`config.mk`:
```
export PLATFORM = sky130hd
export DESIGN_NAME = ex_fwd_ctrl_flat
export DESIGN_NICKNAME = d
export VERILOG_FILES = /design/src/ex_pkg.sv /design/src/ex_result_if.sv /design/src/ex_fwd_ctrl.sv /design/src/flat_wrapper.sv
export SDC_FILE = /design/constraint.sdc
export NUM_CORES = 1
export LEC_CHECK = 0
export BUFFER_PORTS_ARGS = -buffer_cell sky130_fd_sc_hd__buf_2
export CELL_PAD_IN_SITES_DETAIL_PLACEMENT = 2
export CELL_PAD_IN_SITES_GLOBAL_PLACEMENT = 2
export CORE_UTILIZATION = 12
export DETAILED_ROUTE_END_ITERATION = 8
export GPL_ROUTABILITY_DRIVEN = 0
export PLACE_DENSITY = 0.9
export SLEW_MARGIN = 5
export SYNTH_ARGS = -nofsm -noshare
export SYNTH_HDL_FRONTEND = slang
export SYNTH_SLANG_ARGS = --single-unit
```
`constraint.sdc`:
```
create_clock -name vclk -period 1
set_clock_uncertainty 0.1 [all_clocks]
set_input_delay 0.1 -clock vclk [all_inputs]
set_output_delay 0.1 -clock vclk [all_outputs]
set_load 0.01 [all_outputs]
```
`src/ex_pkg.sv`:
```
//////////////////////////////
// Execute stage widths and the ALU and multiplier opcodes
//////////////////////////////

package ex_pkg;

  // Data path and register file address widths
  parameter int DATA_W     = 32;
  parameter int REG_ADDR_W = 6;   // Top bit selects the FP half of the register file

  //////////////////////////////
  // ALU opcodes
  //////////////////////////////
  typedef enum logic [3:0] {
    ALU_ADD  = 4'd0,
    ALU_SUB  = 4'd1,
    ALU_AND  = 4'd2,
    ALU_OR   = 4'd3,
    ALU_XOR  = 4'd4,
    ALU_SLL  = 4'd5,
    ALU_SRL  = 4'd6,
    ALU_SRA  = 4'd7,
    ALU_SLT  = 4'd8,   // Signed compare
    ALU_SLTU = 4'd9,   // Unsigned compare
    ALU_EQ   = 4'd10,  // Branch compares
    ALU_NE   = 4'd11
  } alu_op_e;

  //////////////////////////////
  // Multiplier opcodes
  //////////////////////////////
  typedef enum logic [1:0] {
    MUL_LO    = 2'd0,  // Low word, single cycle
    MUL_HI    = 2'd1,  // High word of signed product, two cycles
    MUL_DOT16 = 2'd2,  // 2 x 16-bit lanes plus accumulator
    MUL_DOT8  = 2'd3   // 4 x 8-bit lanes plus accumulator
  } mult_op_e;

endpackage

```
`src/ex_result_if.sv`:
```
//////////////////////////////
// Result bundle from ALU and multiplier to their consumers
//////////////////////////////

`timescale 1ns/1ps

interface ex_result_if import ex_pkg::*; ();

  logic [DATA_W-1:0] alu_result;
  logic              alu_cmp;          // Comparison flag, also branch decision
  logic [DATA_W-1:0] mult_result;
  logic              mult_ready;       // Low while MULH is in its first cycle
  logic              mult_multicycle;  // High in the first MULH cycle

  // ALU side
  modport alu_src (output alu_result, output alu_cmp);

  // Multiplier side
  modport mult_src (output mult_result, output mult_ready, output mult_multicycle);

  // Forwarding mux and WB stage
  modport sink (
    input alu_result, input alu_cmp,
    input mult_result, input mult_ready, input mult_multicycle
  );

endinterface

```
`src/ex_fwd_ctrl.sv`:
```
//////////////////////////////
// Forwarding write port mux and EX ready/valid
//////////////////////////////

`timescale 1ns/1ps

module ex_fwd_ctrl import ex_pkg::*; (
  input  logic                  alu_en_i,
  input  logic                  mult_en_i,
  input  logic                  csr_access_i,
  input  logic                  lsu_en_i,
  input  logic [DATA_W-1:0]     csr_rdata_i,
  input  logic                  regfile_alu_we_i,
  input  logic [REG_ADDR_W-1:0] regfile_alu_waddr_i,
  input  logic                  branch_in_ex_i,
  input  logic                  lsu_ready_ex_i,
  input  logic                  wb_ready_i,
  ex_result_if.sink             res,
  output logic                  regfile_alu_we_o,
  output logic [REG_ADDR_W-1:0] regfile_alu_waddr_o,
  output logic [DATA_W-1:0]     regfile_alu_wdata_o,
  output logic                  load_compute_o,
  output logic                  branch_decision_o,
  output logic                  ex_ready_o,
  output logic                  ex_valid_o
);

  logic load_compute;
  logic units_ready;

  assign load_compute = alu_en_i & mult_en_i;  // ALU and MAC issued together

  //////////////////////////////
  // Forwarding port
  //////////////////////////////
  always_comb begin
    regfile_alu_wdata_o = '0;
    if (load_compute)      regfile_alu_wdata_o = res.alu_result;  // MAC goes out WB port
    else if (csr_access_i) regfile_alu_wdata_o = csr_rdata_i;
    else if (mult_en_i)    regfile_alu_wdata_o = res.mult_result;
    else if (alu_en_i)     regfile_alu_wdata_o = res.alu_result;
  end

  assign regfile_alu_we_o    = regfile_alu_we_i;
  assign regfile_alu_waddr_o = regfile_alu_waddr_i;
  assign load_compute_o      = load_compute;
  assign branch_decision_o   = res.alu_cmp;

  // Handshake; valid goes right, ready goes left
  assign units_ready = res.mult_ready & lsu_ready_ex_i & wb_ready_i;
  assign ex_ready_o  = units_ready | branch_in_ex_i;  // Branches finish in EX
  assign ex_valid_o  = (alu_en_i | mult_en_i | csr_access_i | lsu_en_i) & units_ready;

endmodule

```
`src/flat_wrapper.sv`:
```
// flat-port wrapper written by rule: the top's interface ports become plain ports
module ex_fwd_ctrl_flat import ex_pkg::*;
  (alu_en_i, mult_en_i, csr_access_i, lsu_en_i, csr_rdata_i, regfile_alu_we_i, regfile_alu_waddr_i, branch_in_ex_i, lsu_ready_ex_i, wb_ready_i, regfile_alu_we_o, regfile_alu_waddr_o, regfile_alu_wdata_o, load_compute_o, branch_decision_o, ex_ready_o, ex_valid_o, res_alu_result, res_alu_cmp, res_mult_result, res_mult_ready, res_mult_multicycle);
  ex_result_if res_i ();
  input  logic alu_en_i;
  input  logic mult_en_i;
  input  logic csr_access_i;
  input  logic lsu_en_i;
  input  logic [DATA_W-1:0] csr_rdata_i;
  input  logic regfile_alu_we_i;
  input  logic [REG_ADDR_W-1:0] regfile_alu_waddr_i;
  input  logic branch_in_ex_i;
  input  logic lsu_ready_ex_i;
  input  logic wb_ready_i;
  output logic regfile_alu_we_o;
  output logic [REG_ADDR_W-1:0] regfile_alu_waddr_o;
  output logic [DATA_W-1:0] regfile_alu_wdata_o;
  output logic load_compute_o;
  output logic branch_decision_o;
  output logic ex_ready_o;
  output logic ex_valid_o;
  input wire logic [$bits(res_i.alu_result)-1:0] res_alu_result;
  input wire logic [$bits(res_i.alu_cmp)-1:0] res_alu_cmp;
  input wire logic [$bits(res_i.mult_result)-1:0] res_mult_result;
  input wire logic [$bits(res_i.mult_ready)-1:0] res_mult_ready;
  input wire logic [$bits(res_i.mult_multicycle)-1:0] res_mult_multicycle;
  assign res_i.alu_result = res_alu_result;
  assign res_i.alu_cmp = res_alu_cmp;
  assign res_i.mult_result = res_mult_result;
  assign res_i.mult_ready = res_mult_ready;
  assign res_i.mult_multicycle = res_mult_multicycle;
  ex_fwd_ctrl u_core (.alu_en_i(alu_en_i), .mult_en_i(mult_en_i), .csr_access_i(csr_access_i), .lsu_en_i(lsu_en_i), .csr_rdata_i(csr_rdata_i), .regfile_alu_we_i(regfile_alu_we_i), .regfile_alu_waddr_i(regfile_alu_waddr_i), .branch_in_ex_i(branch_in_ex_i), .lsu_ready_ex_i(lsu_ready_ex_i), .wb_ready_i(wb_ready_i), .res(res_i), .regfile_alu_we_o(regfile_alu_we_o), .regfile_alu_waddr_o(regfile_alu_waddr_o), .regfile_alu_wdata_o(regfile_alu_wdata_o), .load_compute_o(load_compute_o), .branch_decision_o(branch_decision_o), .ex_ready_o(ex_ready_o), .ex_valid_o(ex_valid_o));
endmodule
```
### After elaboration in Yosys (flattened, before gate mapping)

Index checks and enable logic that the tools add are counted.

* bits in registers: 0
* memory bits (read-only): 0
* word-level logic and storage cells: 12
* output and inout port bits: 43
* memories kept: 0
* RAM bits: 0
* bits of input ports: 113
* latch bits: 0

* shift-type cells: 0
* bitwise operators: 8
* equal/unequal tests: 0
* add/sub/neg operators: 0
* reduce and logical (&&, ||, !) cells: 0
* multipliers: 0
* mux-type cells: 4
* div/mod/pow operators: 0
* magnitude comparators: 0

Operator list (count)
* two-way mux 32 bit: 4
* AND 1 bit: 4
* bitwise OR 1 bit: 4

### Longest topological paths before layout

Gate-level depths: netlist of the first run.

* depth in word-level cells: 4
* gate-level depth with buffers: 5
* gate-level depth less buffers: 3

### Worst setup path after synthesis of the first run

No wires, ideal clock.

* path kind: input port to output port
* from: input port alu_en_i
* to: output port regfile_alu_wdata_o[12]
* data required time: 800 ps
* arrival time: 819 ps
* path slack: -19 ps
* stages: 5
* buffers on the path: 2
* path through: buf_6 nor2_4 buf_6 a21boi_0 o221ai_1

* cells in the longest elaborated chain, start to end: 4
* elaborated cells between the ends (all ways): 5
* classes of those cells: mux: 4; bitwise: 1

Ends and longest elaborated chain
* from (decl): line flat_wrapper.sv:5 `input logic alu_en_i;`
* two-way mux 32 bit: line ex_fwd_ctrl.sv:41 `else if (alu_en_i) regfile_alu_wdata_o = res.alu_result;`
* two-way mux 32 bit: line ex_fwd_ctrl.sv:40 `else if (mult_en_i) regfile_alu_wdata_o = res.mult_result;`
* two-way mux 32 bit: line ex_fwd_ctrl.sv:39 `else if (csr_access_i) regfile_alu_wdata_o = csr_rdata_i;`
* two-way mux 32 bit (*): line ex_fwd_ctrl.sv:38 `if (load_compute) regfile_alu_wdata_o = res.alu_result;`
* to (decl): line flat_wrapper.sv:17 `output logic [DATA_W-1:0] regfile_alu_wdata_o;`

Every way passes the cells marked *; elsewhere a longest branch is shown, timed or not.

### Worst setup path in the final report of the first run

Ends and elaborated chain as after synthesis.

==> qor.csv, run 1 <==
stage;metric;value;unit
timing;max_freq;820;MHz
worst_setup_path;worst_setup_path_end_kind;primary output;
status;status;complete, but fails checks;
routing;vias;1944;
final_layout;final_area;2360;um2
worst_setup_path;worst-path-max-fanout;7;
timing;setup-tns-final;-5.89;ns
clock_tree;cts_hold_buffers;0;
min_path;holdCritPathClass;in2out;
final_layout;fillers;996;
min_path;holdPathEnd;regfile_alu_waddr_o[0];
final_layout;final_cell_mix;buf_2 (137), nand3_1 (33), a21boi_2 (31);
final_layout;clock_buffers;0;
flow_run;timing.max_cap.violations;0;
timing;hold_viol;0;
placed_design;dp_cells;403;
worst_setup_path;criticalPathCategory;in2out;
min_path;hold_path_depth;0;
worst_setup_path;startpoint_type;primary input;
placed_design;dp_hpwl;5.24;mm
final_layout;n_antenna_cell;0;
status;violations;negative setup slack;
synthesis;avgSynthCellArea;6.32;um2
routing;post-route-drc-count;0;
floorplan;io_pins;156;
routing;dr.pass1.iters;3;
final_layout;finalNonFillerCells;411;
timing;setup_viol;33;
worst_setup_path;crit_arrival;1.02;ns
synthesis;synthDominantCellAreaShare;0.271;
timing;whs;0.100;ns
timing;maxSlewHeadroom;0.786;
grt;grt_pass1_vias;2108;
routing;wire_per_inst;17.1;um
floorplan;die_area;9010;um2
timing;tightest_slew;0.321;ns
synthesis;yosys_warnings;0;
timing;rsz0062_at_grt;yes;
min_path;hp-start;regfile_alu_waddr_i[0];
routing;routed_wl;7.02;mm
timing;setup_ws;-0.220;ns
synthesis;synthesis.nets;277;
synthesis;synth_area_leaders;o221ai_1 (27%), nand3_1 (16%), a21boi_1 (14%);
synthesis;synth_area_leader_cell;o221ai_1;
power_and_ir_drop;p_per_area;485;nW/um2
timing;post-route-period-util;1.22;
synthesis;syn_inst;164;
power_and_ir_drop;leakagePower;1.11;nW
power_and_ir_drop;ir_drop;0.000118;V
synthesis;synth_cell_type_count;14;
floorplan;die_x;94.9;um
routing;vias_per_cell;4.73;
final_layout;drive_gt1_frac;0.768;
final_layout;seq_cell_count;0;
power_and_ir_drop;power.total;0.00114;W
final_layout;final_nets;421;
floorplan;die-height;94.9;um
routing;drtAntennaViolNets;0;
grt;grt_start_max_net_pins;37;
floorplan;core;8300;um2
floorplan;rows;33;
floorplan;start_util;0.125;
synthesis;ys_seq_area_frac;0;
timing;final-max-slew-violation-count;0;
routing;drtIter0Drc;22;
grt;gr-total-overflow;0;
grt;antenna_found_initial;0;
worst_setup_path;cp.required;0.80;ns
grt;grt_first_pass_wirelength;9.56;mm
final_layout;seq_area;0;um2
final_layout;layout_commonest_cell;buf_2;
placed_design;placed_area;2000;um2
placed_design;port_buffers;139;
grt;grtUsageTotal;0.130;
timing;min_period;1.22;ns
synthesis;syn-cell-area;1040;um2
final_layout;syn_to_final_growth;128;%
## worst max-delay path: stages
cell       delay (ns)
buf_12           0.11
nor2_4           0.11
buf_12           0.15
clkbuf_16        0.16
a21boi_2         0.05
o221ai_1         0.17
buf_2            0.16
## metrics by stage
| step | util | setup WS (ns) |
|---|---|---|
| after floorplan | - | -0.00909 |
| after global placement | 0.241 | -0.204 |
| after detailed placement | 0.241 | -0.335 |
| after CTS | 0.244 | -0.242 |
| after global routing | 0.284 | -0.269 |
| final | 0.284 | -0.220 |
## cell families after synthesis
group	after synthesis	synth area share
simple gates	69	0.300
buf+inv	30	0.193
compound gates	65	0.507
## repair_timing
action,in CTS,in global routing
pin swaps,1,44
cloned,0,4
gates resized for setup,11,62
setup endpoints to repair,34,33
buffers inserted,1,3
## area by class of cell
class,instances,area (um2),area share
inverter,2,7.51,0.00318
tap,105,131,0.0557
multi-input combinational,134,1110,0.473
timing repair buffer,170,1100,0.468
## worst max-delay path by stage
stage,startpoint,to,slack (ns),cells after the start
global route,alu_en_i,regfile_alu_wdata_o[17],-0.27,7
floorplan,alu_en_i,regfile_alu_wdata_o[27],-0.009,5
global placement,alu_en_i,regfile_alu_wdata_o[16],-0.20,6
CTS,csr_access_i,regfile_alu_wdata_o[9],-0.24,6
finish,alu_en_i,regfile_alu_wdata_o[12],-0.22,7
detailed placement,alu_en_i,regfile_alu_wdata_o[31],-0.33,6
## cells in the mapped netlist
cell type,number
a21boi_0,13
a21boi_1,19
a21oi_1,1
buf_2,10
buf_4,10
buf_6,5
clkbuf_1,3
inv_1,2
nand2_1,33
nand2b_1,1
nand3_1,33
nor2_1,1
nor2_4,1
o221ai_1,32
## where the power goes
group / internal [W] / switching, W
combinational: 0.000591 / 0.000554
clock: 0 / 0
sequential: 0 / 0
total: 0.000591 / 0.000554
## metal layers
layer  vias up  global-route usage  share of wire
li1        916                   -              -
met1       944               0.134           0.36
met2        78               0.279           0.58
met3         6              0.0105          0.047
met4         0              0.0177         0.0091
met5         -                   0              0
Note: power is estimated with default switching activity, not from simulation.
==> inputs of run 2 (changes only) <==
--- a/config.mk
+++ b/config.mk
@@ -5,13 +5,14 @@
 export SDC_FILE = /design/constraint.sdc
 export NUM_CORES = 1
 export LEC_CHECK = 0
+export ABC_AREA = 1
 export BUFFER_PORTS_ARGS = -buffer_cell sky130_fd_sc_hd__buf_2
 export CELL_PAD_IN_SITES_DETAIL_PLACEMENT = 2
 export CELL_PAD_IN_SITES_GLOBAL_PLACEMENT = 2
 export CORE_UTILIZATION = 12
 export DETAILED_ROUTE_END_ITERATION = 8
 export GPL_ROUTABILITY_DRIVEN = 0
-export PLACE_DENSITY = 0.9
+export PLACE_DENSITY = 0.89
 export SLEW_MARGIN = 5
 export SYNTH_ARGS = -nofsm -noshare
 export SYNTH_HDL_FRONTEND = slang
==> qor.csv, run 2 <==
stage;metric;value;unit;change
status;status;complete, but fails checks;;unchanged
status;violations;negative setup slack;;unchanged
final_layout;final_cell_mix;buf_2 (133), nand2_1 (127), nand3_1 (55);;was buf_2 (137), nand3_1 (33), a21boi_2 (31)
synthesis;syn_inst;264;;was 164
grt;grt_first_pass_wirelength;11.1;mm;was 9.56 mm
worst_setup_path;criticalPathCategory;in2out;;unchanged
timing;min_period;1.02;ns;was 1.22 ns
final_layout;layout_commonest_cell;buf_2;;unchanged
worst_setup_path;cp.required;0.80;ns;about the same
placed_design;dp_hpwl;5.71;mm;was 5.24 mm
routing;drtIter0Drc;29;;was 22
grt;gr-total-overflow;0;;unchanged
timing;hold_viol;0;;unchanged
worst_setup_path;critical_path.max_stage_delay;0.17;ns;about the same
final_layout;seq_area;0;um2;unchanged
routing;wl_met1;3.11;mm;was 2.55 mm
final_layout;n_antenna_cell;0;;unchanged
final_layout;syn_to_final_growth;93.1;%;was 128%
synthesis;synthesis.nets;377;;was 277
routing;dr_wl_met2;4.17;mm;was 4.08 mm
worst_setup_path;cp_top_family;buffers and inverters;;unchanged
grt;antenna_found_initial;0;;unchanged
floorplan;die_area;10500;um2;was 9010 um2
floorplan;die_x;103;um;was 94.9 um
synthesis;synth_area_leaders;nand2_1 (40%), nand3_1 (27%), buf_4 (12%);;was o221ai_1 (27%), nand3_1 (16%), a21boi_1 (14%)
timing;post-route-period-util;1.02;;was 1.22
final_layout;clock_buffers;0;;unchanged
final_layout;final_util;0.240;;was 0.284
worst_setup_path;critical_path_buf_inv_count;4;;unchanged
placed_design;dp_cells;521;;was 403
synthesis;synthAdderAreaFrac;0;;unchanged
placed_design;port_buffers;139;;unchanged
power_and_ir_drop;p_per_area;470;nW/um2;was 485 nW/um2
floorplan;core;9770;um2;was 8300 um2
synthesis;synth_xor_area_frac;0;;unchanged
synthesis;yosys.area_share.simple;0.691;;was 0.300
synthesis;synthDominantCellAreaShare;0.399;;was 0.271
routing;met3_wirelength;334;um;was 330 um
grt;grt_start_max_net_pins;19;;was 37
synthesis;synth_commonest_cells;nand2_1 (129), nand3_1 (65), inv_1 (34), buf_4 (20), buf_6 (6);;was nand2_1 (33), nand3_1 (33), o221ai_1 (32), a21boi_1 (19), a21boi_0 (13)
worst_setup_path;cp-endpoint;regfile_alu_wdata_o[23];;was regfile_alu_wdata_o[12]
timing;setup_ws;-0.0189;ns;was -0.220 ns
timing;max_freq;981;MHz;was 820 MHz
synthesis;synth_top_family_by_area;simple AND/OR/NAND/NOR gates;;was compound AO/OA/AOI/OAI gates
worst_setup_path;worstSetupPathDepth;7;;unchanged
worst_setup_path;critPathLaunch;mult_en_i;;was alu_en_i
final_layout;final_nets;510;;was 421
synthesis;avgSynthCellArea;4.60;um2;was 6.32 um2
floorplan;start_util;0.124;;was 0.125
synthesis;syn-cell-area;1210;um2;was 1040 um2
synthesis;ys_seq_area_frac;0;;unchanged
worst_setup_path;crit_chain;buf_16, inv_8, nand2_8, clkbuf_16, nand3_2, nand2_1, buf_2;;was buf_12, nor2_4, buf_12, clkbuf_16, a21boi_2, o221ai_1, buf_2
timing;rsz0062_at_grt;yes;;unchanged
routing;routed_wl;7.62;mm;was 7.02 mm
routing;top_layer;met3;;was met4
routing;vias_per_cell;4.07;;was 4.73
synthesis;synth_area_leader_cell;nand2_1;;was o221ai_1
routing;post-route-drc-count;0;;unchanged
worst_setup_path;crit_arrival;0.82;ns;was 1.02 ns
floorplan;io_pins;156;;unchanged
worst_setup_path;worst_setup_path_end_kind;primary output;;unchanged
final_layout;finalNonFillerCells;528;;was 411
synthesis;synth_cell_type_count;11;;was 14
power_and_ir_drop;leakagePower;1.49;nW;was 1.11 nW
worst_setup_path;worst-path-max-fanout;7;;unchanged
worst_setup_path;slowest_stage;clkbuf_16;;was o221ai_1
routing;drtAntennaViolNets;0;;unchanged
synthesis;synth-compound-area-share;0.00412;;was 0.507
min_path;holdCritPathClass;in2out;;unchanged
flow_run;timing.max_cap.violations;0;;unchanged
power_and_ir_drop;ir_drop;0.000204;V;was 0.000118 V
synthesis;yosys_warnings;0;;unchanged
routing;vias;2147;;was 1,944
timing;final-max-slew-violation-count;0;;unchanged
timing;maxSlewHeadroom;0.888;;was 0.786
worst_setup_path;startpoint_type;primary input;;unchanged
clock_tree;cts_hold_buffers;0;;unchanged
synthesis;synth_most_common_cell;nand2_1;;
routing;dr.pass1.iters;4;;was 3
final_layout;multi_input_area;937;um2;was 1110 um2
final_layout;seq_cell_count;0;;unchanged
routing;wire_per_inst;14.4;um;was 17.1 um
grt;grt_pass1_vias;2224;;was 2,108
timing;tightest_slew;0.168;ns;was 0.321 ns
final_layout;fillers;1262;;was 996
floorplan;rows;36;;was 33
synthesis;synthMuxAreaShare;0;;unchanged
final_layout;drive_gt1_frac;0.446;;was 0.768
power_and_ir_drop;power.total;0.00110;W;was 0.00114 W
timing;setup_viol;8;;was 33
grt;grtUsageTotal;0.134;;was 0.130
floorplan;die-height;103;um;was 94.9 um
-- run 2: cell types whose count changed in the layout (fill, tap and decap cells not counted), sizes merged --
cell	before	now
buf	167	157
nand3	33	65
inv	2	36
nand2b	1	0
o221ai	32	0
a21boi	32	0
nand2	33	132
clkbuf	3	2
-- run 2: how the worst min path moves through the flow --
stage / depth (start not counted) / endpoint / start / slack, ns
6_report: 0 / regfile_alu_waddr_o[2] / regfile_alu_waddr_i[2] / 0.10
3_5_place_dp: 0 / regfile_alu_waddr_o[0] / regfile_alu_waddr_i[0] / 0.10
5_1_grt: 0 / regfile_alu_waddr_o[2] / regfile_alu_waddr_i[2] / 0.10
2_1_floorplan: 1 / branch_decision_o / res_alu_cmp / 0.19
4_1_cts: 0 / regfile_alu_waddr_o[0] / regfile_alu_waddr_i[0] / 0.10
3_3_place_gp: 0 / regfile_alu_waddr_o[0] / regfile_alu_waddr_i[0] / 0.10
-- run 2: what timing repair did --
action	4_1_cts	5_1_grt
endpoints found under the setup margin	34	33
hold endpoints to repair	0	0
pin swaps	7	23
setup buffers	1	0
cloned	4	2
gates resized for setup	31	18
-- run 2: layer usage --
layer	global-route usage	vias to the layer above
met5	0	-
met4	0	0
met3	0.0129	0
met2	0.276	74
met1	0.154	1009
li1	-	1064
-- run 2: report_power, final --
group	leakage, nW	internal (W)	total [W]	switching [W]
combinational	1.49	0.000543	0.00110	0.000559
clock	0	0	0	0
sequential	0	0	0	0
total	1.49	0.000543	0.00110	0.000559
-- run 2: final cells by class --
class	count	share of cell area
inverters	36	0.0640
multi-input cells	200	0.399
well taps	133	0.0709
repair buffers	159	0.466
-- run 2: stage by stage --
stage / instance area, um2 / hold slack, ns / TNS [ns] / setup slack (ns)
final: 2350 / 0.100 / -0.0794 / -0.0189
after global routing: 2350 / 0.100 / -1.57 / -0.0686
after CTS: 2210 / 0.100 / -0.0434 / -0.0128
after detailed placement: 2010 / 0.100 / -5.13 / -0.184
after global placement: 2010 / 0.100 / -3.73 / -0.126
after floorplan: 1210 / 0.192 / 0 / 0.149
-- run 2: cell families (layout without fill, tap and decap cells) --
| kind of cell | after synthesis | count (layout) |
|---|---|---|
| simple gates | 198 | 199 |
| buf+inv | 65 | 195 |
| compound gates | 1 | 1 |
